### config.mk
export PLATFORM = sky130hd
export DESIGN_NAME = crc32
export DESIGN_NICKNAME = d
export VERILOG_FILES = /design/src/common/udp_tx_defines.svh /design/src/common/udp_tx_pkg.sv /design/src/frame_tx/crc32.sv
export SDC_FILE = /design/constraint.sdc
export NUM_CORES = 1
export LEC_CHECK = 0
export ABC_AREA = 1
export BUFFER_PORTS_ARGS = -buffer_cell sky130_fd_sc_hd__buf_2
export CAP_MARGIN = 25
export CORE_MARGIN = 1.5
export CORE_UTILIZATION = 55
export CTS_BUF_LIST = sky130_fd_sc_hd__clkbuf_8
export CTS_CLUSTER_DIAMETER = 40
export DETAILED_ROUTE_END_ITERATION = 8
export PLACE_DENSITY = 0.79
export RECOVER_POWER = 25
export SLEW_MARGIN = 10
export SYNTH_ARGS = -nofsm -noshare
export SYNTH_HDL_FRONTEND = slang
export SYNTH_SLANG_ARGS = --single-unit
### constraint.sdc
create_clock -name clk -period 1.85 [get_ports clk]
set_clock_uncertainty 0.2 [all_clocks]
set_input_delay 0 -clock clk [delete_from_list [all_inputs] [get_ports clk]]
set_output_delay 0 -clock clk [all_outputs]
set_load 0.01 [all_outputs]
### src/common/udp_tx_defines.svh
`ifndef UDP_TX_DEFINES_SVH
`define UDP_TX_DEFINES_SVH

// framing
`define PREAMBLE_LEN    7
`define PREAMBLE_BYTE   8'h55
`define SFD_BYTE        8'hD5
`define HDR_LEN         42          // eth 14 + ipv4 20 + udp 8

// smallest udp payload that fills a 60 byte frame
`define MIN_DATA_LEN    18

`define IFG_LEN         12          // cycles between frames

// protocol numbers
`define ETHERTYPE_IPV4  16'h0800
`define IP_PROTO_UDP    8'h11
`define IP_TTL          8'd64

// payload buffer, 2048 bytes
`define FIFO_DEPTH_LOG2 11

`endif

### src/common/udp_tx_pkg.sv
package udp_tx_pkg;

    // one octet on the wire or in the payload buffer
    typedef logic [7:0]  byte_t;

    typedef logic [47:0] mac_addr_t;
    typedef logic [31:0] ip_addr_t;
    typedef logic [15:0] udp_port_t;

    // payload, IP total or UDP length in bytes
    typedef logic [15:0] len_t;

    // everything the host supplies with a frame request
    typedef struct packed {
        mac_addr_t src_mac;
        mac_addr_t dst_mac;
        ip_addr_t  src_ip;
        ip_addr_t  dst_ip;
        udp_port_t src_port;
        udp_port_t dst_port;
        len_t      data_len;    // udp payload bytes
    } frame_cfg_t;

    // wire sequencer states
    typedef enum logic [2:0] {
        IDLE,
        PREAMBLE,
        SFD,
        HEADER,
        PAYLOAD,
        PAD,        // zero fill up to the ethernet minimum
        FCS,
        GAP         // inter-frame gap
    } tx_state_e;

endpackage

### src/frame_tx/crc32.sv
`timescale 1ns/100ps

module crc32 (
    input  logic              clk,
    input  logic              arst_n,
    input  logic              clr,
    input  logic              en,
    input  udp_tx_pkg::byte_t din,
    output logic [31:0]       crc
);
    import udp_tx_pkg::*;

    localparam logic [31:0] POLY = 32'hEDB88320;     // 0x04C11DB7 bit reversed

    // shifts one byte in, lsb first
    function automatic logic [31:0] crc_byte(input logic [31:0] c, input byte_t d);
        logic [31:0] r;
        r = c ^ {24'h000000, d};
        for (int i = 0; i < 8; i++) begin
            if (r[0]) begin
                r = (r >> 1) ^ POLY;
            end else begin
                r = r >> 1;
            end
        end
        return r;
    endfunction

    always_ff @(posedge clk or negedge arst_n) begin
        if (!arst_n) begin
            crc <= '1;
        end else if (clr) begin
            crc <= '1;
        end else if (en) begin
            crc <= crc_byte(crc, din);
        end
    end

endmodule

==> summary.txt <==
Critical path
  – Crit-path leading delay family: simple AND/OR/NAND/NOR gates
  – Slowest stage cell, crit path: dfstp_2
  – CP startpoint kind: flop
  – Critical-path cell list: nand2_1, nand2_8, nand2_2, nand2_4, inv_4, nand2_1, nand2_2, nand2_1, nand3_1, o21ai_1, inv_1
  – Worst Path Buf+Inv: 2
  – Critical-path maximum fanout: 6
  – WP data required: 1.87 ns
  – Crit-path max cell delay: 0.56 ns
  – Most used cell, CP: nand2_1
  – Crit path kind: reg2reg
  – Crit end category: flop
  – Critical path arrival: 1.82 ns

Yosys
  – EDFF count, synth: 0
  – Post-Syn Instances: 350
  – Fraction of the yosys area taken by sequential cells: 34.6%
  – Mapped Nets: 362
  – Synth area leaders: dfstp_2, nand2_1, xor2_1, inv_1, nand2_2
  – Simple-Gate Fraction of Synth Area: 37.3%
  – Synthesized area: 2430 sq um
  – Asr flop ratio synth: 100%
  – Cell taking the most area after synthesis: dfstp_2
  – Compound-Gate Fraction of Synth Area: 8.20%
  – Synth top area share: 34.6%
  – Most used DFF post-synth: dfstp_2
  – Post-synth cell types: 28
  – Syn avg cell area: 6.94 sq um
  – Yosys warnings: 0
  – Multiplexer share of the synthesized area: 0%
  – XOR/XNOR Fraction of Synth Area: 11.5%
  – Yosys reg bits: 32
  – Largest family of logic cells by synthesized area: simple AND/OR/NAND/NOR gates
  – Adder-Cell Fraction of Synth Area: 0%

CTS
  – CTS Buf Count: 5
  – Sink Count: 32
  – Clk slew on worst S/H paths: 0.07 ns
  – CTS tree: yes
  – Clk Latency, worst-skew pair: 0.29 ns
  – Root buffer cell: clkbuf_8
  – Max clock buf depth: 2
  – H-tree Lvls: 2

Detailed routing
  – Routed WL: 6.78 mm
  – Via count: 2504
  – Antenna-violating nets left: 0
  – 1st-pass router iterations: 5
  – Vias/cell: 5.33
  – Top Layer Used: met4
  – Routed WL per cell: 14.4 microns
  – Met1 Routed Length: 2.86 mm
  – Initial DRC Count: 220
  – Met2 routed WL: 3.30 mm
  – Drc violations: 0
  – Met3 routed WL: 529 microns

Outcome
  – Status: finished, final reports clean

Timing
  – Peak Freq: 557 MHz
  – Period minus WS final: 1.79 ns
  – Final setup viols: 0
  – Hold Violations, Final: 0
  – Slew Viols, Final: 0
  – Worst-Margin Slew: 0.802 ns
  – TNS Setup: 0 ns
  – RSZ-0062 raised after global routing: yes
  – Final worst path period share: 97.0%
  – Slew headroom: 46.5%

Place
  – Port Buffer Count: 43
  – GP Congestion: 0.947
  – Hpwl dp: 4.75 mm

Die
  – FP Rows: 23
  – Die height: 69.4 microns
  – DIE AREA: 4820 sq um
  – Core ar.: 4120 sq um
  – Initial Utilization: 59.0%
  – Ports: 44
  – Die Wd: 69.4 microns

Run
  – Max cap viols: 0

Cells and area
  – Share of post-route cells with drive strength above 1: 38.8%
  – Final core occ: 75.8%
  – Most flop-heavy register: crc
  – Top flop regs: crc: 32 flops
  – # diodes: 0
  – Final #Nets: 431
  – Largest register FFs: 32
  – Area added between synthesis and finish: 28.6%

Pwr
  – Max IR drop VDD: 0.839 mV
  – PD cells: 1380 nW/um^2
  – Leak: 0.00155 uW

Global route
  – Largest net degree at the start of global routing: 33
  – Vias in the first global route: 2201
  – Gr usage total: 27.5%
  – Initial antenna violation count: 0
  – Gr ovfl total: 0
  – Global-route wire length before repair: 10.6 mm

Min path
  – HP Class: in2reg
==> worst reg2reg max path: stages, from the launching register on <==
cell and delay [ns]:
dfstp_2 0.56, nand2_1 0.13, nand2_8 0.13, nand2_2 0.07
nand2_4 0.10, inv_4 0.06, nand2_1 0.07, nand2_2 0.09
nand2_1 0.07, nand3_1 0.10, o21ai_1 0.09, inv_1 0.06
==> layer usage <==
layer,vias up,track usage (%)
met5,-,0
met4,0,7.19
met3,9,5.23
met2,112,45.4
met1,1170,37.0
li1,1213,-
==> where the power goes <==
part	total (uW)	switching, uW	internal (uW)
Sequential	1270	222	1050
Combinational	2470	1490	980
Clock	554	261	292
==> cells by family (layout without fill, tap and decap cells) <==
group / count (synthesis) / in the layout
simple gates: 199 / 199
buf+inv: 53 / 123
compound gates: 35 / 35
flops: 32 / 32
xor+xnor: 31 / 31
==> path summary, 6_finish.rpt <==
path | cells after the start | from | endpoint | slack (ns)
max in group asynchronous | 2 | arst_n | crc[0]$_DFFE_PN1P_ | 0.88
max | 11 | crc[0]$_DFFE_PN1P_ | crc[26]$_DFFE_PN1P_ | 0.06
min reg2reg | 2 | crc[28]$_DFFE_PN1P_ | crc[28]$_DFFE_PN1P_ | 0.32
max reg2reg | 11 | crc[0]$_DFFE_PN1P_ | crc[26]$_DFFE_PN1P_ | 0.06
min in group asynchronous | 2 | arst_n | crc[10]$_DFFE_PN1P_ | 0.54
min | 6 | din[2] | crc[10]$_DFFE_PN1P_ | 0.04
==> per-stage QoR <==
stage	area, sq um	setup WS, ns	total power (uW)	instances	hold WS (ns)
final	3120	0.0552	4290	470	0.0357
after global routing	3120	-0.0745	4610	470	0.0615
after CTS	2870	0.00843	3950	457	0.0351
after detailed placement	2740	-0.00304	3380	445	0.201
after global placement	2740	0.0510	3320	445	0.205
after floorplan	2430	0.187	2760	350	-0.348
==> cell usage after synthesis (3+ instances only) <==
library cell / instances
xor2_1: 23
nand3_1: 20
inv_2: 5
nand2_4: 8
nor2_1: 23
or2_0: 4
inv_1: 43
xnor2_1: 7
o21ai_0: 7
o21ai_1: 3
a21oi_1: 10
o22ai_1: 11
buf_2: 3
dfstp_2: 32
nand2_1: 119
nand2_2: 17
==> area by class of cell <==
| cell class | instances | area, sq um |
|---|---|---|
| clock buffers | 6 | 82.6 |
| clock inverters | 2 | 7.51 |
| fillers | 315 | 995 |
| inverters | 48 | 183 |
| multi-input cells | 265 | 1540 |
| flip-flops and latches | 32 | 841 |
| well taps | 50 | 62.6 |
| repair buffers | 67 | 409 |
==> placed cells by master, fill, tap and decap left out, drive strengths merged <==
cell type	n
a21oi	10
a31oi	1
a32oi	1
buf	62
clkbuf	7
dfstp	32
dlygate4sd3	4
inv	50
nand2	144
nand2b	1
nand3	20
nand3b	2
nor2	25
nor3	1
o21a	1
o21ai	10
o21bai	1
o22ai	11
or2	6
xnor2	8
xor2	23
==> what timing repair did <==
| action | CTS | global route |
|---|---|---|
| setup endpoints to repair | 1 | 18 |
| setup buffers | 0 | 13 |
| pin swaps | 1 | 12 |
| hold buffers | 4 | 0 |
| resized for setup | 1 | 40 |
| endpoints found under the hold margin | 39 | 0 |
Note: power is estimated with default switching activity, not from simulation.
