**config.mk**
```make
export PLATFORM = sky130hd
export DESIGN_NAME = udp_ip_header
export DESIGN_NICKNAME = d
export VERILOG_FILES = /design/src/common/udp_tx_pkg.sv /design/src/frame_tx/udp_ip_header.sv
export VERILOG_INCLUDE_DIRS = /design/src /design/src/common
export SDC_FILE = /design/constraint.sdc
export NUM_CORES = 1
export LEC_CHECK = 0
export ABC_CLOCK_PERIOD_IN_PS = 19800
export BUFFER_PORTS_ARGS = -buffer_cell sky130_fd_sc_hd__buf_2
export CAP_MARGIN = 25
export CORE_UTILIZATION = 35
export CTS_CLUSTER_DIAMETER = 120
export DETAILED_ROUTE_END_ITERATION = 6
export PLACE_DENSITY = 0.53
export SETUP_SLACK_MARGIN = 0.2
export SYNTH_ARGS = -nofsm -noshare
export SYNTH_HDL_FRONTEND = slang
export SYNTH_SLANG_ARGS = --single-unit
```
**constraint.sdc**
```tcl
create_clock -name clk -period 19.8 [get_ports clk]
set_clock_uncertainty 0.2 [all_clocks]
set_input_delay 0.99 -clock clk [delete_from_list [all_inputs] [get_ports clk]]
set_output_delay 0.99 -clock clk [all_outputs]
set_load 0.005 [all_outputs]
```
**src/common/udp_tx_defines.svh**
```systemverilog
`ifndef UDP_TX_DEFINES_SVH
`define UDP_TX_DEFINES_SVH

// framing
`define PREAMBLE_LEN    7
`define PREAMBLE_BYTE   8'h55
`define SFD_BYTE        8'hD5
`define HDR_LEN         42          // eth 14 + ipv4 20 + udp 8

// smallest udp payload that fills a 60 byte frame
`define MIN_DATA_LEN    18

`define IFG_LEN         12          // cycles between frames

// protocol numbers
`define ETHERTYPE_IPV4  16'h0800
`define IP_PROTO_UDP    8'h11
`define IP_TTL          8'd64

// payload buffer, 2048 bytes
`define FIFO_DEPTH_LOG2 11

`endif

```
**src/common/udp_tx_pkg.sv**
```systemverilog
package udp_tx_pkg;

    // one octet on the wire or in the payload buffer
    typedef logic [7:0]  byte_t;

    typedef logic [47:0] mac_addr_t;
    typedef logic [31:0] ip_addr_t;
    typedef logic [15:0] udp_port_t;

    // payload, IP total or UDP length in bytes
    typedef logic [15:0] len_t;

    // everything the host supplies with a frame request
    typedef struct packed {
        mac_addr_t src_mac;
        mac_addr_t dst_mac;
        ip_addr_t  src_ip;
        ip_addr_t  dst_ip;
        udp_port_t src_port;
        udp_port_t dst_port;
        len_t      data_len;    // udp payload bytes
    } frame_cfg_t;

    // wire sequencer states
    typedef enum logic [2:0] {
        IDLE,
        PREAMBLE,
        SFD,
        HEADER,
        PAYLOAD,
        PAD,        // zero fill up to the ethernet minimum
        FCS,
        GAP         // inter-frame gap
    } tx_state_e;

endpackage

```
**src/frame_tx/udp_ip_header.sv**
```systemverilog
`timescale 1ns/100ps
`include "udp_tx_defines.svh"

module udp_ip_header (
    input  logic                   clk,
    input  logic                   arst_n,
    input  logic                   load,
    input  udp_tx_pkg::frame_cfg_t cfg,
    input  logic [5:0]             idx,
    output udp_tx_pkg::byte_t      hdr_byte
);
    import udp_tx_pkg::*;

    frame_cfg_t            cfg_q;
    logic [15:0]           id_cnt;      // next identification number
    logic [15:0]           id_q;        // identification of the current frame
    len_t                  ip_len;
    len_t                  udp_len;
    logic [19:0]           sum;
    logic [16:0]           fold1;
    logic [15:0]           fold2;
    logic [15:0]           ip_chk;
    logic [`HDR_LEN*8-1:0] hdr;

    always_ff @(posedge clk or negedge arst_n) begin
        if (!arst_n) begin
            id_cnt <= '0;
        end else if (load) begin
            id_cnt <= id_cnt + 1'b1;
        end
    end

    always_ff @(posedge clk) begin
        if (load) begin
            cfg_q <= cfg;
            id_q  <= id_cnt;
        end
    end

    assign ip_len  = cfg_q.data_len + 16'd28;
    assign udp_len = cfg_q.data_len + 16'd8;

    // ten header words, checksum field counted as zero
    assign sum = 20'h04500
               + ip_len
               + id_q
               + 20'h04000
               + {`IP_TTL, `IP_PROTO_UDP}
               + cfg_q.src_ip[31:16]
               + cfg_q.src_ip[15:0]
               + cfg_q.dst_ip[31:16]
               + cfg_q.dst_ip[15:0];

    // end-around carry, the second fold cannot carry again
    assign fold1 = sum[15:0] + sum[19:16];
    assign fold2 = fold1[15:0] + fold1[16];

    // settles one cycle after load, long before byte 24 is needed
    always_ff @(posedge clk) begin
        ip_chk <= ~fold2;
    end

    assign hdr = {
        cfg_q.dst_mac,
        cfg_q.src_mac,
        `ETHERTYPE_IPV4,
        8'h45,                  // version 4, ihl 5
        8'h00,                  // tos
        ip_len,
        id_q,
        16'h4000,               // df set, offset 0
        `IP_TTL,
        `IP_PROTO_UDP,
        ip_chk,
        cfg_q.src_ip,
        cfg_q.dst_ip,
        cfg_q.src_port,
        cfg_q.dst_port,
        udp_len,
        16'h0000                // udp checksum unused
    };

    // byte 0 is the first on the wire
    always_comb begin
        if (idx < `HDR_LEN) begin
            hdr_byte = hdr[(`HDR_LEN - 1 - idx) * 8 +: 8];
        end else begin
            hdr_byte = '0;
        end
    end

endmodule

```
==> metrics.txt <==
DR DRC count=0; total nets after synthesis=about 1400; CP Buf/Inv Count=5; Iter 0 DRT Violations=766; hold crit path type=primary input to async pin; Post-synth top cells=edfxtp_1 (224), inv_1 (147), nand2_1 (64); die height=a little over 200 um; chip width=just over 200 um; Sw Share=45.4%; fraction of registers with async set/reset=6.25%; CTS Sinks=256; Leakage=around 7.0 nW; Seq cells post-synth=~260; post_cts resized=0; Slew headroom=between 30 and 40%; cts hold-fix bufs=0; min Tclk post-route=9.59 ns; WL/cell=between 20 and 25 um; Max Freq=between 0.1 and 0.15 GHz; post-route ant nets=0; fin. max-slew vios=0; Slowest-stage cell, CP=fa_1; post-synth top area share=a little under half; worst slew pin tran=between 0.9 and 1 ns; worst vdd ir=between 150 and 200 uV; RSZ-0062 raised after global routing=false; Crit path required time=roughly 20 ns; TritonCTS clock tree=built; # IOs=about 230; Core ar.=approximately 40000 um2; Placed Instance Area=about 16000 um2; Final Setup Violations=0; CTS clk-pin slew, worst paths=approximately 0.060 ns; Max FO, Critical Path=11; pwr dens=between 150 and 200 nW/um2; max-cap check violation count=0; DIE AREA=roughly 40000 um2; final setup TNS=0 ns; Final Cell Area=approximately 17000 um2; WP data arrival=a little under 10 ns; Longest Clk Path Bufs=3; total CTS buffers=30; delay-heaviest family, CP=adder cells; via count=9516; final hold violations=0; initial antenna violation count=2; synth warn=0; Avg Inst Size Synth=~13 um2; clock latency on the worst-skew pair=approximately 0.60 ns; post-synthesis sequential area ratio=a little over half; Comb power frac=60.4%; share of cells above drive strength 1=between 20% and 30%; CP max stage delay=0.52 ns; DR vias/cell=between 5 and 6; grt ovf=0; Clock power frac=between 10% and 20%; Rows=73; All-Layer GR Usage=19.7%; critical path type=flip-flop to flip-flop; starting density of the core=35.6%; Seq pwr share=between 20% and 30%; GPL Wtd Cong=approximately 0.9; most common cell in the netlist=edfxtp_1; largest net degree at the start of global routing=between 80 and 90; switching power=~1.4 mW; Filler Cell Count=about 3700; global-route wire length before repair=just under 60 mm; Tcrit/Tclk final=between 40% and 50%; Setup crit end kind=flip-flop; Synth cell types=85; Port Buf Inserts=224; root buf cell=clkbuf_16; drt first pass iters=5; Mapped Cells=1089; CP startpoint kind=flip-flop; Top FF cell, synth=edfxtp_1; largest area contributor in the netlist=edfxtp_1; post-layout util=a little over two fifths; htree depth=1; Post-CTS Setup Inserts=0; Syn-to-layout area delta=19.3%; Mapped Area=14100 um2; Post-synth EDFFs=about 220; fin nets=approximately 1600; Routed WL=~41 mm; DP Wirelength=31.3 mm; number of global-route vias before repair=just under 10000; outcome=finished, final reports clean; synth top area cells=edfxtp_1 (48%), fa_1 (8.9%), mux4_2 (4.6%); Pint=around 1.7 mW
## sequential cells by signal, indices dropped and copies added, names as in the netlist
| name | cells |
|---|---|
| cfg_q | 208 |
| id_cnt | 16 |
| id_q | 16 |
| ip_chk | 16 |
## stage by stage
| step | worst slack (ns) | std cells | hold WS (ns) | power (mW) |
|---|---|---|---|---|
| after floorplan | 11.06 | 1089 | 0.241 | 2.13 |
| after CTS | 10.24 | 1869 | 0.0968 | 3.18 |
| final | 10.21 | 1870 | 0.114 | 3.17 |
| after detailed placement | 10.33 | 1814 | 0.258 | 2.62 |
| after global routing | 9.59 | 1870 | 0.119 | 3.39 |
| after global placement | 10.59 | 1814 | 0.255 | 2.64 |
## final timing paths
check                            from          to  slack [ns]  cells after the start
setup / recovery             cfg_q[4]  ip_chk[15]       10.21                     40
hold / removal                 arst_n   id_cnt[9]        0.11                      1
setup reg to reg             cfg_q[4]  ip_chk[15]       10.21                     40
hold reg to reg            id_cnt[15]  id_cnt[15]        0.26                      1
max in group asynchronous      arst_n  id_cnt[15]       19.00                      1
min in group clk           id_cnt[15]  id_cnt[15]        0.26                      1
## cell type report
cell class	count	area [um2]	share of cell area, %
Antenna cell	1	2.50	0.0149
Clock buffer	42	847	5.03
Clock inverter	13	133	0.787
Inverter	149	559	3.32
Multi-Input combinational cell	650	5990	35.6
Sequential cell	256	7450	44.2
Tap cell	525	657	3.90
Timing Repair Buffer	234	1210	7.17
## power by group through the flow
stage	Clock, mW	Combinational, mW	Sequential (mW)
6_report	0.539	1.91	0.715
5_1_grt	0.572	2.09	0.721
4_1_cts	0.553	1.91	0.714
3_5_place_dp	0	1.90	0.725
3_3_place_gp	0	1.91	0.724
2_1_floorplan	0	1.42	0.707
## routing by layer
metal	routed length (um)	vias up	GRT usage [%]	part of all wire [%]
li1	-	4390	-	-
met1	18400	4700	28.1	45
met2	18400	357	30.6	45
met3	2710	67	3.39	6.7
met4	1060	2	5.69	2.6
met5	10	-	0	0.025
## placed cells by master (no fill, tap or decap), types with 20 or more instances in the layout
cell type  instances
a21oi_1           34
fa_1              63
edfxtp_1         224
nand3_1           32
ha_1              46
inv_1            147
clkbuf_16         31
xor2_1            32
nand2_1           64
nor2_1            41
o22ai_1           20
o21ai_0           45
mux2i_1           52
buf_2            222
mux4_2            29
xnor2_1           36
## cells by family (layout without fill, tap and decap cells)
logic type | count (synthesis) | after routing | synth area share, %
multiplexers | 83 | 83 | 8.47
flip-flops | 256 | 256 | 52.7
buffers and inverters | 183 | 438 | 4.92
XOR/XNOR | 74 | 74 | 4.90
adder cells (fa/ha/maj) | 109 | 109 | 13.0
other | 0 | 1 | 0
AND/OR/NAND/NOR | 207 | 207 | 7.38
AO/OA/AOI/OAI | 177 | 177 | 8.62
Note: power is estimated with default switching activity, not from simulation.
