### src/common/udp_tx_defines.svh
`ifndef UDP_TX_DEFINES_SVH
`define UDP_TX_DEFINES_SVH

// framing
`define PREAMBLE_LEN    7
`define PREAMBLE_BYTE   8'h55
`define SFD_BYTE        8'hD5
`define HDR_LEN         42          // eth 14 + ipv4 20 + udp 8

// smallest udp payload that fills a 60 byte frame
`define MIN_DATA_LEN    18

`define IFG_LEN         12          // cycles between frames

// protocol numbers
`define ETHERTYPE_IPV4  16'h0800
`define IP_PROTO_UDP    8'h11
`define IP_TTL          8'd64

// payload buffer, 2048 bytes
`define FIFO_DEPTH_LOG2 11

`endif

### src/common/udp_tx_pkg.sv
package udp_tx_pkg;

    // one octet on the wire or in the payload buffer
    typedef logic [7:0]  byte_t;

    typedef logic [47:0] mac_addr_t;
    typedef logic [31:0] ip_addr_t;
    typedef logic [15:0] udp_port_t;

    // payload, IP total or UDP length in bytes
    typedef logic [15:0] len_t;

    // everything the host supplies with a frame request
    typedef struct packed {
        mac_addr_t src_mac;
        mac_addr_t dst_mac;
        ip_addr_t  src_ip;
        ip_addr_t  dst_ip;
        udp_port_t src_port;
        udp_port_t dst_port;
        len_t      data_len;    // udp payload bytes
    } frame_cfg_t;

    // wire sequencer states
    typedef enum logic [2:0] {
        IDLE,
        PREAMBLE,
        SFD,
        HEADER,
        PAYLOAD,
        PAD,        // zero fill up to the ethernet minimum
        FCS,
        GAP         // inter-frame gap
    } tx_state_e;

endpackage

### src/frame_tx/frame_tx.sv
`timescale 1ns/100ps
`include "udp_tx_defines.svh"

module frame_tx (
    input  logic              clk,
    input  logic              arst_n,

    input  logic              fs,
    input  udp_tx_pkg::len_t  data_len,

    input  udp_tx_pkg::byte_t hdr_byte,
    input  udp_tx_pkg::byte_t fifo_data,
    input  logic [31:0]       crc,

    output logic              hdr_load,
    output logic [5:0]        hdr_idx,
    output logic              fifo_rd,
    output logic              crc_clr,
    output logic              crc_en,
    output udp_tx_pkg::byte_t crc_din,

    output udp_tx_pkg::byte_t txd,
    output logic              txen,
    output logic              tx_rdy,
    output logic              fd
);
    import udp_tx_pkg::*;

    tx_state_e state;
    len_t      cnt;         // byte index inside the current state
    len_t      len_q;
    byte_t     next_byte;
    logic      start;

    assign start    = fs && (state == IDLE);
    assign tx_rdy   = (state == IDLE);
    assign hdr_load = start;
    assign hdr_idx  = cnt[5:0];
    assign fifo_rd  = (state == PAYLOAD);   // show-ahead, byte is taken this cycle

    assign crc_clr  = (state == SFD);
    assign crc_en   = (state == HEADER) || (state == PAYLOAD) || (state == PAD);
    assign crc_din  = next_byte;

    // byte loaded into txd at the end of this cycle
    always_comb begin
        case (state)
            PREAMBLE: next_byte = `PREAMBLE_BYTE;
            SFD:      next_byte = `SFD_BYTE;
            HEADER:   next_byte = hdr_byte;
            PAYLOAD:  next_byte = fifo_data;
            FCS:      next_byte = ~crc[{cnt[1:0], 3'b000} +: 8];    // lsb first
            default:  next_byte = '0;
        endcase
    end

    always_ff @(posedge clk) begin
        if (start) begin
            len_q <= data_len;
        end
    end

    always_ff @(posedge clk or negedge arst_n) begin
        if (!arst_n) begin
            state <= IDLE;
            cnt   <= '0;
            txd   <= '0;
            txen  <= 1'b0;
            fd    <= 1'b0;
        end else begin
            fd  <= 1'b0;
            txd <= next_byte;
            cnt <= cnt + 1'b1;
            case (state)
                IDLE: begin
                    cnt <= '0;
                    if (start) begin
                        txd   <= `PREAMBLE_BYTE;    // first preamble byte goes out now
                        txen  <= 1'b1;
                        cnt   <= 16'd1;
                        state <= PREAMBLE;
                    end
                end
                PREAMBLE: begin
                    if (cnt == `PREAMBLE_LEN - 1) begin
                        state <= SFD;
                    end
                end
                SFD: begin
                    cnt   <= '0;
                    state <= HEADER;
                end
                HEADER: begin
                    if (cnt == `HDR_LEN - 1) begin
                        cnt   <= '0;
                        state <= (len_q == '0) ? PAD : PAYLOAD;
                    end
                end
                PAYLOAD: begin
                    if (cnt == len_q - 1'b1) begin
                        if (len_q < `MIN_DATA_LEN) begin
                            state <= PAD;   // cnt runs on to the minimum
                        end else begin
                            cnt   <= '0;
                            state <= FCS;
                        end
                    end
                end
                PAD: begin
                    if (cnt == `MIN_DATA_LEN - 1) begin
                        cnt   <= '0;
                        state <= FCS;
                    end
                end
                FCS: begin
                    // extra fifth cycle keeps the last fcs byte on the wire
                    if (cnt == 16'd4) begin
                        txd   <= '0;
                        txen  <= 1'b0;
                        fd    <= 1'b1;
                        cnt   <= '0;
                        state <= GAP;
                    end
                end
                GAP: begin
                    if (cnt == `IFG_LEN - 1) begin
                        cnt   <= '0;
                        state <= IDLE;
                    end
                end
            endcase
        end
    end

endmodule

### config.mk
export PLATFORM = sky130hd
export DESIGN_NAME = frame_tx
export DESIGN_NICKNAME = d
export VERILOG_FILES = /design/src/common/udp_tx_pkg.sv /design/src/frame_tx/frame_tx.sv
export VERILOG_INCLUDE_DIRS = /design/src /design/src/common
export SDC_FILE = /design/constraint.sdc
export NUM_CORES = 1
export LEC_CHECK = 0
export BUFFER_PORTS_ARGS = -buffer_cell sky130_fd_sc_hd__buf_4
export CAP_MARGIN = 20
export CORE_MARGIN = 1.5
export CORE_UTILIZATION = 35
export DETAILED_ROUTE_END_ITERATION = 10
export GPL_TIMING_DRIVEN = 1
export MAX_ROUTING_LAYER = met4
export PLACE_DENSITY = 0.67
export SLEW_MARGIN = 20
export SYNTH_ARGS = -nofsm -noshare
export SYNTH_HDL_FRONTEND = slang
export SYNTH_SLANG_ARGS = --single-unit
### constraint.sdc
create_clock -name clk -period 4.6 [get_ports clk]
set_input_delay 1.38 -clock clk [delete_from_list [all_inputs] [get_ports clk]]
set_output_delay 1.38 -clock clk [all_outputs]
set_load 0.01 [all_outputs]
==> results.yml, run 1 <==
yosys:
  async_reset_ff_share_pct: 64.4
  synth_area_leaders: "dfrtp_1, edfxtp_1, xnor2_1"
  syn_area_per_cell_um2: 9.62
  synth_top_area_share_pct: 23.3
  seq_area_frac_synth_pct: 38.7
  syn-num-nets: 396
  synth_edf_count: 16
  synth.distinct_cells: 62
  ys.flop_type: "dfrtp_1"
  ys_warn_count: 0
  synth_seq_cells: 45
  syn_area_mm2: 0.00312
  yosysTopAreaCell: "dfrtp_1"
  synth_cells: 324
grt:
  grt_use_total_pct: 18.0
  grt_pass1_vias: 2693
  grt_max_degree: 32
  antenna_found_initial: 0
  overflow: 0
  grt_pass1_wl_um: 13500
timing:
  fin_crit_sh_pct: 89.6
  rsz0062_at_grt: "no"
  max_freq_ghz: 0.243
  whs_ns: 0.553
  fin_skew_ns: 0.00921
  hold_violations: 0
  drv_slew: 0
  tns_ns: 0
  setup_viol: 0
  min_period_ns: 4.12
  tightestPinTransition_ns: 0.877
  worst_slew_margin_rel_pct: 41.5
place:
  port_buffers: 95
  gp_congestion: 0.904
  placed_cells: 500
  placed_cell_area_mm2: 0.00384
  dp_hpwl_um: 6320
setup_path:
  path_max_fanout: 2
  startpoint: "crc[24]"
  path_class: "in2out"
  crit_buf_inv: 2
  crit_chain: "buf_4 -> mux4_2 -> nand2_1 -> o21ai_0 -> a221oi_1 -> buf_4"
  critPathRequiredTime_ns: 3.22
  cpPeakStageDelay_ns: 0.47
  end_kind: "output port"
  start_kind: "primary input"
  rr_startpoint: "len_q[6]$_DFFE_PP_"
  path_common_cell: "buf_4"
  worst_path_max_delay_cell: "mux4_2"
  crit_family: "compound AO/OA/AOI/OAI gates"
  crit_arrival_ns: 2.74
clock_network:
  clkLatencyLatePin_ns: 0.30
  htree_levels: 2
  cts_tree: "yes"
  clockBufferDepth: 2
  root_buffer: "clkbuf_8"
  cts.clk_slew.worst_paths_ns: 0.08
  postCtsSetupRepairBufs: 0
  postCtsHoldBufs: 0
  cts_sinks: 45
  cts_resized: 0
  cts_inserted_buffers: 5
floorplanning:
  core_mm2: 0.00868
  die_h_um: 97.4
  dieArea_mm2: 0.00948
  fp-row-count: 34
  io_pins: 96
  start_util_pct: 35.9
  die_w_um: 97.4
layout:
  final_cell_area_mm2: 0.00392
  area_growth_syn_to_layout_pct: 25.9
  nNetsFinal: 471
  utilization_pct: 45.2
  layout_common_cells: "buf_4, dfrtp_1, nand2_1"
  final_cells: 508
  layout-drive-gt1-share_pct: 31.8
  final_common_cell: "buf_4"
  diodes: 0
detailed_routing:
  drt_iter0_drc: 216
  via_per_inst: 5.46
  routed_wl_um: 8220
  dr_total_vias: 2775
  route.detailed.drc: 0
  ant_nets: 0
  drtPass1Iterations: 8
  wire_per_inst_um: 16.2
pwr:
  p_per_area_mw_per_mm2: 475
  p_leak_nw: 1.62
  peakVddDrop_v: 0.000232
worst_hold_path:
  hold_start: "txen$_DFFE_PN0P_"
  hold_class: "reg2reg"
outcome:
  outcome: "complete, no violations"
run:
  cap_violations: 0
flip-flops by register name, summed over array words and instances (netlist names):
| register | cells |
|---|---|
| cnt | 16 |
| fd | 1 |
| len_q | 16 |
| state | 3 |
| txd | 8 |
| txen | 1 |
worst min-delay path, delay by kind of cell (launching register included):
kind	cells	cell delay [ns]
buf+inv	1	0.05
flops	1	0.38
compound gates	1	0.07
metal layers:
layer | track usage (%) | share of wire (%) | vias to the layer above
met2 | 27.0 | 47 | 80
met5 | - | 0 | -
li1 | - | - | 1331
met4 | 6.48 | 1.8 | 0
met1 | 24.8 | 46 | 1352
met3 | 2.59 | 4.3 | 12
final timing paths:
| check | cells after the start | end | slack [ns] |
|---|---|---|---|
| setup reg to reg | 7 | state[0]$_DFFE_PN0P_ | 1.65 |
| hold reg to reg | 2 | txen$_DFFE_PN0P_ | 0.55 |
| max in group asynchronous | 1 | cnt[2]$_DFF_PN0_ | 3.33 |
| hold / removal | 2 | txen$_DFFE_PN0P_ | 0.55 |
| min in group asynchronous | 1 | cnt[12]$_DFF_PN0_ | 0.99 |
| setup / recovery | 6 | crc_din[0] | 0.48 |
kinds of logic (layout without fill, tap and decap cells):
family | after synthesis | count (layout) | synth area share, %
simple gates | 113 | 113 | 20.6
compound gates | 76 | 76 | 16.5
flops | 45 | 45 | 38.7
buf+inv | 40 | 116 | 5.94
xor+xnor | 35 | 35 | 9.84
mux | 10 | 10 | 6.42
fa+ha+maj | 5 | 5 | 2.01
cells in the mapped netlist, drive strengths merged, types with 10 or more instances:
library cell	instances
dfrtp	29
nor2	21
inv	10
nand3	10
edfxtp	16
nand2	23
xnor2	22
buf	14
xor2	13
o21ai	20
nor3	10
a21oi	20
clkbuf	16
where the power goes:
part | switching (mW) | internal (mW) | total (mW)
Clock | 0.135 | 0.105 | 0.240
Combinational | 0.465 | 0.469 | 0.933
Sequential | 0.182 | 0.508 | 0.690
Total | 0.781 | 1.08 | 1.86
metrics by stage:
stage / power (mW) / setup slack (ns)
floorplan: 1.27 / 0.779
global placement: 1.62 / 0.479
detailed placement: 1.63 / 0.475
CTS: 1.87 / 0.470
global route: 2.00 / 0.370
finish: 1.86 / 0.479
final cells by class:
type,count,area [um2]
repair buffers,98,736
clock buffers,6,72.6
fillers,848,4760
inverters,10,37.5
flip-flops and latches,45,1210
well taps,108,135
clock inverters,2,10.0
multi-input cells,239,1730
Note: power is estimated with default switching activity, not from simulation.
==> run 2: changes to the inputs <==
--- a/config.mk
+++ b/config.mk
@@ -14,6 +14,7 @@
 export GPL_TIMING_DRIVEN = 1
 export MAX_ROUTING_LAYER = met4
 export PLACE_DENSITY = 0.67
+export RECOVER_POWER = 50
 export SLEW_MARGIN = 20
 export SYNTH_ARGS = -nofsm -noshare
 export SYNTH_HDL_FRONTEND = slang
==> results.yml, run 2 (synthesis results as in run 1) <==
setup_path:
  end_kind: "output port"
  crit_cells: 6
  worst_path_max_delay_cell: "mux4_2"
  path_class: "in2out"
  start_kind: "primary input"
  crit_chain: "buf_4 -> mux4_2 -> nand2_1 -> o21ai_0 -> a221oi_1 -> buf_4"
  crit_family: "compound AO/OA/AOI/OAI gates"
  crit_arrival_ns: 2.74
  critPathRequiredTime_ns: 3.22
  cpPeakStageDelay_ns: 0.47
  crit_buf_inv: 2
  path_common_cell: "buf_4"
  path_max_fanout: 2
  r2r_cells: 7
floorplanning:
  die_h_um: 97.4
  core_mm2: 0.00868
  start_util_pct: 35.9
  dieArea_mm2: 0.00948
  io_pins: 96
  die_w_um: 97.4
  fp-row-count: 34
grt:
  antenna_found_initial: 0
  grt_max_degree: 32
  grt_pass1_wl_um: 13500
  grt_use_total_pct: 18.0
  overflow: 0
  grt_pass1_vias: 2693
place:
  dp_hpwl_um: 6320
  placed_cell_area_mm2: 0.00384
  port_buffers: 95
  dp_slack_ns: 0.475
  gp_congestion: 0.904
clock_network:
  clkLatencyLatePin_ns: 0.31
  cts_resized: 0
  htree_levels: 2
  clockBufferDepth: 2
  cts.clk_slew.worst_paths_ns: 0.08
  postCtsSetupRepairBufs: 0
  cts_sinks: 45
  postCtsHoldBufs: 0
  root_buffer: "clkbuf_8"
  cts_inserted_buffers: 5
  cts_tree: "yes"
timing:
  drv_slew: 30
  rsz0062_at_grt: "no"
  hold_violations: 0
  worst_slew_margin_rel_pct: -5.28
  setup_viol: 0
  fin_crit_sh_pct: 89.6
  fin_skew_ns: 0.0101
  max_freq_ghz: 0.243
  min_period_ns: 4.12
  tightestPinTransition_ns: 1.58
  tns_ns: 0
  fin_ws_ns: 0.478
  whs_ns: 0.553
layout:
  layout_common_cells: "buf_4, dfrtp_1, nand2_1"
  diodes: 0
  final_cell_area_mm2: 0.00392
  final_common_cell: "buf_4"
  top_regs: "cnt (16), len_q (16), txd (8)"
  nNetsFinal: 471
  nFillCells: 848
  area_growth_syn_to_layout_pct: 25.6
  layout-drive-gt1-share_pct: 31.3
detailed_routing:
  via_per_inst: 5.47
  wire_per_inst_um: 16.1
  dr_total_vias: 2780
  routed_wl_um: 8190
  drt_iter0_drc: 226
  route.detailed.drc: 0
  drtPass1Iterations: 8
  ant_nets: 0
outcome:
  outcome: "finished with violations"
  violations: "max-capacitance violations, max-slew violations"
worst_hold_path:
  whs_path_depth: 2
  hold_class: "reg2reg"
pwr:
  p_leak_nw: 1.61
  p_per_area_mw_per_mm2: 475
  peakVddDrop_v: 0.000246
run:
  cap_violations: 1
==> run 2: layer usage <==
metal / global-route usage, % / share of wire, % / up-vias / wire, um
li1: - / - / 1329 / -
met1: 24.8 / 46 / 1356 / 3770
met2: 27.0 / 48 / 83 / 3920
met3: 2.59 / 4.4 / 12 / 361
met4: 6.48 / 1.8 / 0 / 145
met5: - / 0 / - / 0
==> run 2: tightest hold or removal path, stage by stage (launching register included) <==
cell and delay [ns]:
dfrtp_1 0.38, inv_1 0.05, o21ai_0 0.07
==> run 2: final cells by class <==
class                      count  area (um2)  share of cell area, %
multi-input combinational    239        1730                   44.1
sequential                    45        1210                   30.8
timing repair buffer          98         728                   18.6
tap                          108         135                   3.45
clock buffer                   6        72.6                   1.85
inverter                      10        37.5                  0.959
clock inverter                 2        10.0                  0.256
==> run 2: worst paths after layout <==
path / from / end / slack (ns)
setup / recovery: crc[24] / crc_din[0] / 0.48
hold / removal: txen$_DFFE_PN0P_ / txen$_DFFE_PN0P_ / 0.55
setup reg to reg: len_q[6]$_DFFE_PP_ / state[0]$_DFFE_PN0P_ / 1.64
hold reg to reg: txen$_DFFE_PN0P_ / txen$_DFFE_PN0P_ / 0.55
max in group asynchronous: arst_n / cnt[2]$_DFF_PN0_ / 2.22
min in group asynchronous: arst_n / cnt[12]$_DFF_PN0_ / 1.46
==> run 2: report_power, final <==
part	internal, mW	leakage, nW	switching [mW]
Clock	0.105	0.0450	0.135
Combinational	0.466	1.04	0.464
Sequential	0.509	0.524	0.182
Total	1.08	1.61	0.781
==> run 2: stage by stage <==
step	power (mW)	instances	utilization [%]
6_report	1.86	508	45.1
4_1_cts	1.87	508	45.2
5_1_grt	2.00	508	45.1
2_1_floorplan	1.27	324	-
3_5_place_dp	1.63	500	44.2
3_3_place_gp	1.62	500	44.2
==> run 3: changes to the inputs <==
--- a/config.mk
+++ b/config.mk
@@ -10,6 +10,7 @@
 export CAP_MARGIN = 20
 export CORE_MARGIN = 1.5
 export CORE_UTILIZATION = 35
+export CTS_CLUSTER_DIAMETER = 80
 export DETAILED_ROUTE_END_ITERATION = 10
 export GPL_TIMING_DRIVEN = 1
 export MAX_ROUTING_LAYER = met4
==> constraint.sdc (replaced) <==
create_clock -name clk -period 4.4 [get_ports clk]
set_input_delay 1.32 -clock clk [delete_from_list [all_inputs] [get_ports clk]]
set_output_delay 1.32 -clock clk [all_outputs]
set_load 0.01 [all_outputs]
==> results.yml, run 3 (synthesis results as in run 1) <==
outcome:
  outcome: "finished with violations"
  violations: "max-capacitance violations, max-slew violations"
floorplanning:
  core_mm2: 0.00868
  start_util_pct: 35.9
  die_w_um: 97.4
  fp-row-count: 34
  io_pins: 96
  die_h_um: 97.4
  dieArea_mm2: 0.00948
layout:
  layout_common_cells: "buf_4, dfrtp_1, nand2_1"
  top_regs: "cnt (16), len_q (16), txd (8)"
  nNetsFinal: 472
  final_common_cell: "buf_4"
  diodes: 0
  area_growth_syn_to_layout_pct: 26.0
  layout-drive-gt1-share_pct: 30.4
clock_network:
  root_buffer: "clkbuf_8"
  cts_resized: 0
  cts_inserted_buffers: 5
  postCtsSetupRepairBufs: 0
  htree_levels: 2
  cts_tree: "yes"
  cts_sinks: 45
  cts.clk_slew.worst_paths_ns: 0.08
  clockBufferDepth: 2
  clkLatencyLatePin_ns: 0.31
  postCtsHoldBufs: 0
timing:
  tightestPinTransition_ns: 1.60
  drv_slew: 30
  rsz0062_at_grt: "no"
  tns_ns: 0
  min_period_ns: 4.04
  setup_viol: 0
  fin_skew_ns: 0.0164
  max_freq_ghz: 0.247
  hold_violations: 0
  worst_slew_margin_rel_pct: -6.99
  fin_crit_sh_pct: 91.9
grt:
  grt_max_degree: 32
  grt_pass1_wl_um: 13600
  antenna_found_initial: 0
  overflow: 0
  grt_use_total_pct: 18.0
  grt_pass1_vias: 2594
pwr:
  p_leak_nw: 1.61
  report.power.total_mw: 1.98
  peakVddDrop_v: 0.000183
  p_per_area_mw_per_mm2: 503
detailed_routing:
  dr_total_vias: 2765
  route.detailed.drc: 0
  via_per_inst: 5.43
  drtPass1Iterations: 5
  wire_per_inst_um: 16.1
  routed_wl_um: 8190
  drt_iter0_drc: 167
  ant_nets: 0
setup_path:
  worst_path_max_delay_cell: "mux4_2"
  setup.worst_path.end: "crc_din[0]"
  crit_chain: "buf_4 -> mux4_2 -> nand2_1 -> o21ai_0 -> a221oi_1 -> buf_4"
  r2r_cells: 7
  start_kind: "primary input"
  cpPeakStageDelay_ns: 0.46
  end_kind: "output port"
  path_common_cell: "buf_4"
  crit_arrival_ns: 2.72
  path_max_fanout: 2
  critPathRequiredTime_ns: 3.08
  startpoint: "crc[24]"
  rr_startpoint: "len_q[6]$_DFFE_PP_"
  ff2ff_setup_slack_ns: 1.47
  worst_r2r_endpoint: "cnt[5]$_DFF_PN0_"
  path_class: "in2out"
worst_hold_path:
  hold_class: "reg2reg"
place:
  port_buffers: 95
  gp_congestion: 0.904
  dp_hpwl_um: 6300
run:
  cap_violations: 1
==> run 3: changes by cell type in the layout (fill, tap and decap cells not counted) <==
cell,change
buf_4,-3
clkbuf_1,+4
clkbuf_16,+1
clkinv_2,-1
==> run 3: cell type report <==
class | instances | area [um2]
clock buffers | 7 | 97.6
clock inverters | 1 | 5.00
well taps | 108 | 135
flip-flops and latches | 45 | 1210
repair buffers | 99 | 721
fillers | 868 | 4750
multi-input cells | 239 | 1730
inverters | 10 | 37.5
==> run 3: worst min-delay path by stage <==
stage	slack, ns	start	end	depth (start not counted)
4_1_cts	0.55	txen$_DFFE_PN0P_	txen$_DFFE_PN0P_	2
3_3_place_gp	0.53	txen$_DFFE_PN0P_	txen$_DFFE_PN0P_	2
2_1_floorplan	0.56	cnt[15]$_DFF_PN0_	cnt[15]$_DFF_PN0_	2
5_1_grt	0.58	txen$_DFFE_PN0P_	txen$_DFFE_PN0P_	2
6_report	0.54	txen$_DFFE_PN0P_	txen$_DFFE_PN0P_	2
3_5_place_dp	0.54	txen$_DFFE_PN0P_	txen$_DFFE_PN0P_	2
==> run 3: where the power goes <==
| group | total (mW) | switching [mW] | internal [mW] |
|---|---|---|---|
| combinational | 0.977 | 0.498 | 0.479 |
| clock | 0.289 | 0.143 | 0.146 |
| sequential | 0.710 | 0.178 | 0.532 |
==> run 3: through the flow <==
step	std cells	hold WS [ns]	setup WS, ns	util (%)	area, um2
floorplan	324	0.563	0.699	-	3120
global placement	501	0.532	0.404	44.3	3850
detailed placement	501	0.538	0.377	44.3	3850
CTS	509	0.551	0.372	45.5	3950
global route	509	0.577	0.290	45.3	3930
finish	509	0.544	0.356	45.3	3930
==> run 3: critical path, delay by kind of cell <==
family | cells | cell delay [ns]
compound gates | 2 | 0.54
simple gates | 1 | 0.10
mux | 1 | 0.46
buf+inv | 2 | 0.30
==> run 3: metal layers <==
| layer | global-route usage (%) | wire, um |
|---|---|---|
| met5 | - | 0 |
| met4 | 5.16 | 157 |
| met3 | 2.95 | 360 |
| met2 | 27.4 | 3890 |
| met1 | 24.9 | 3790 |
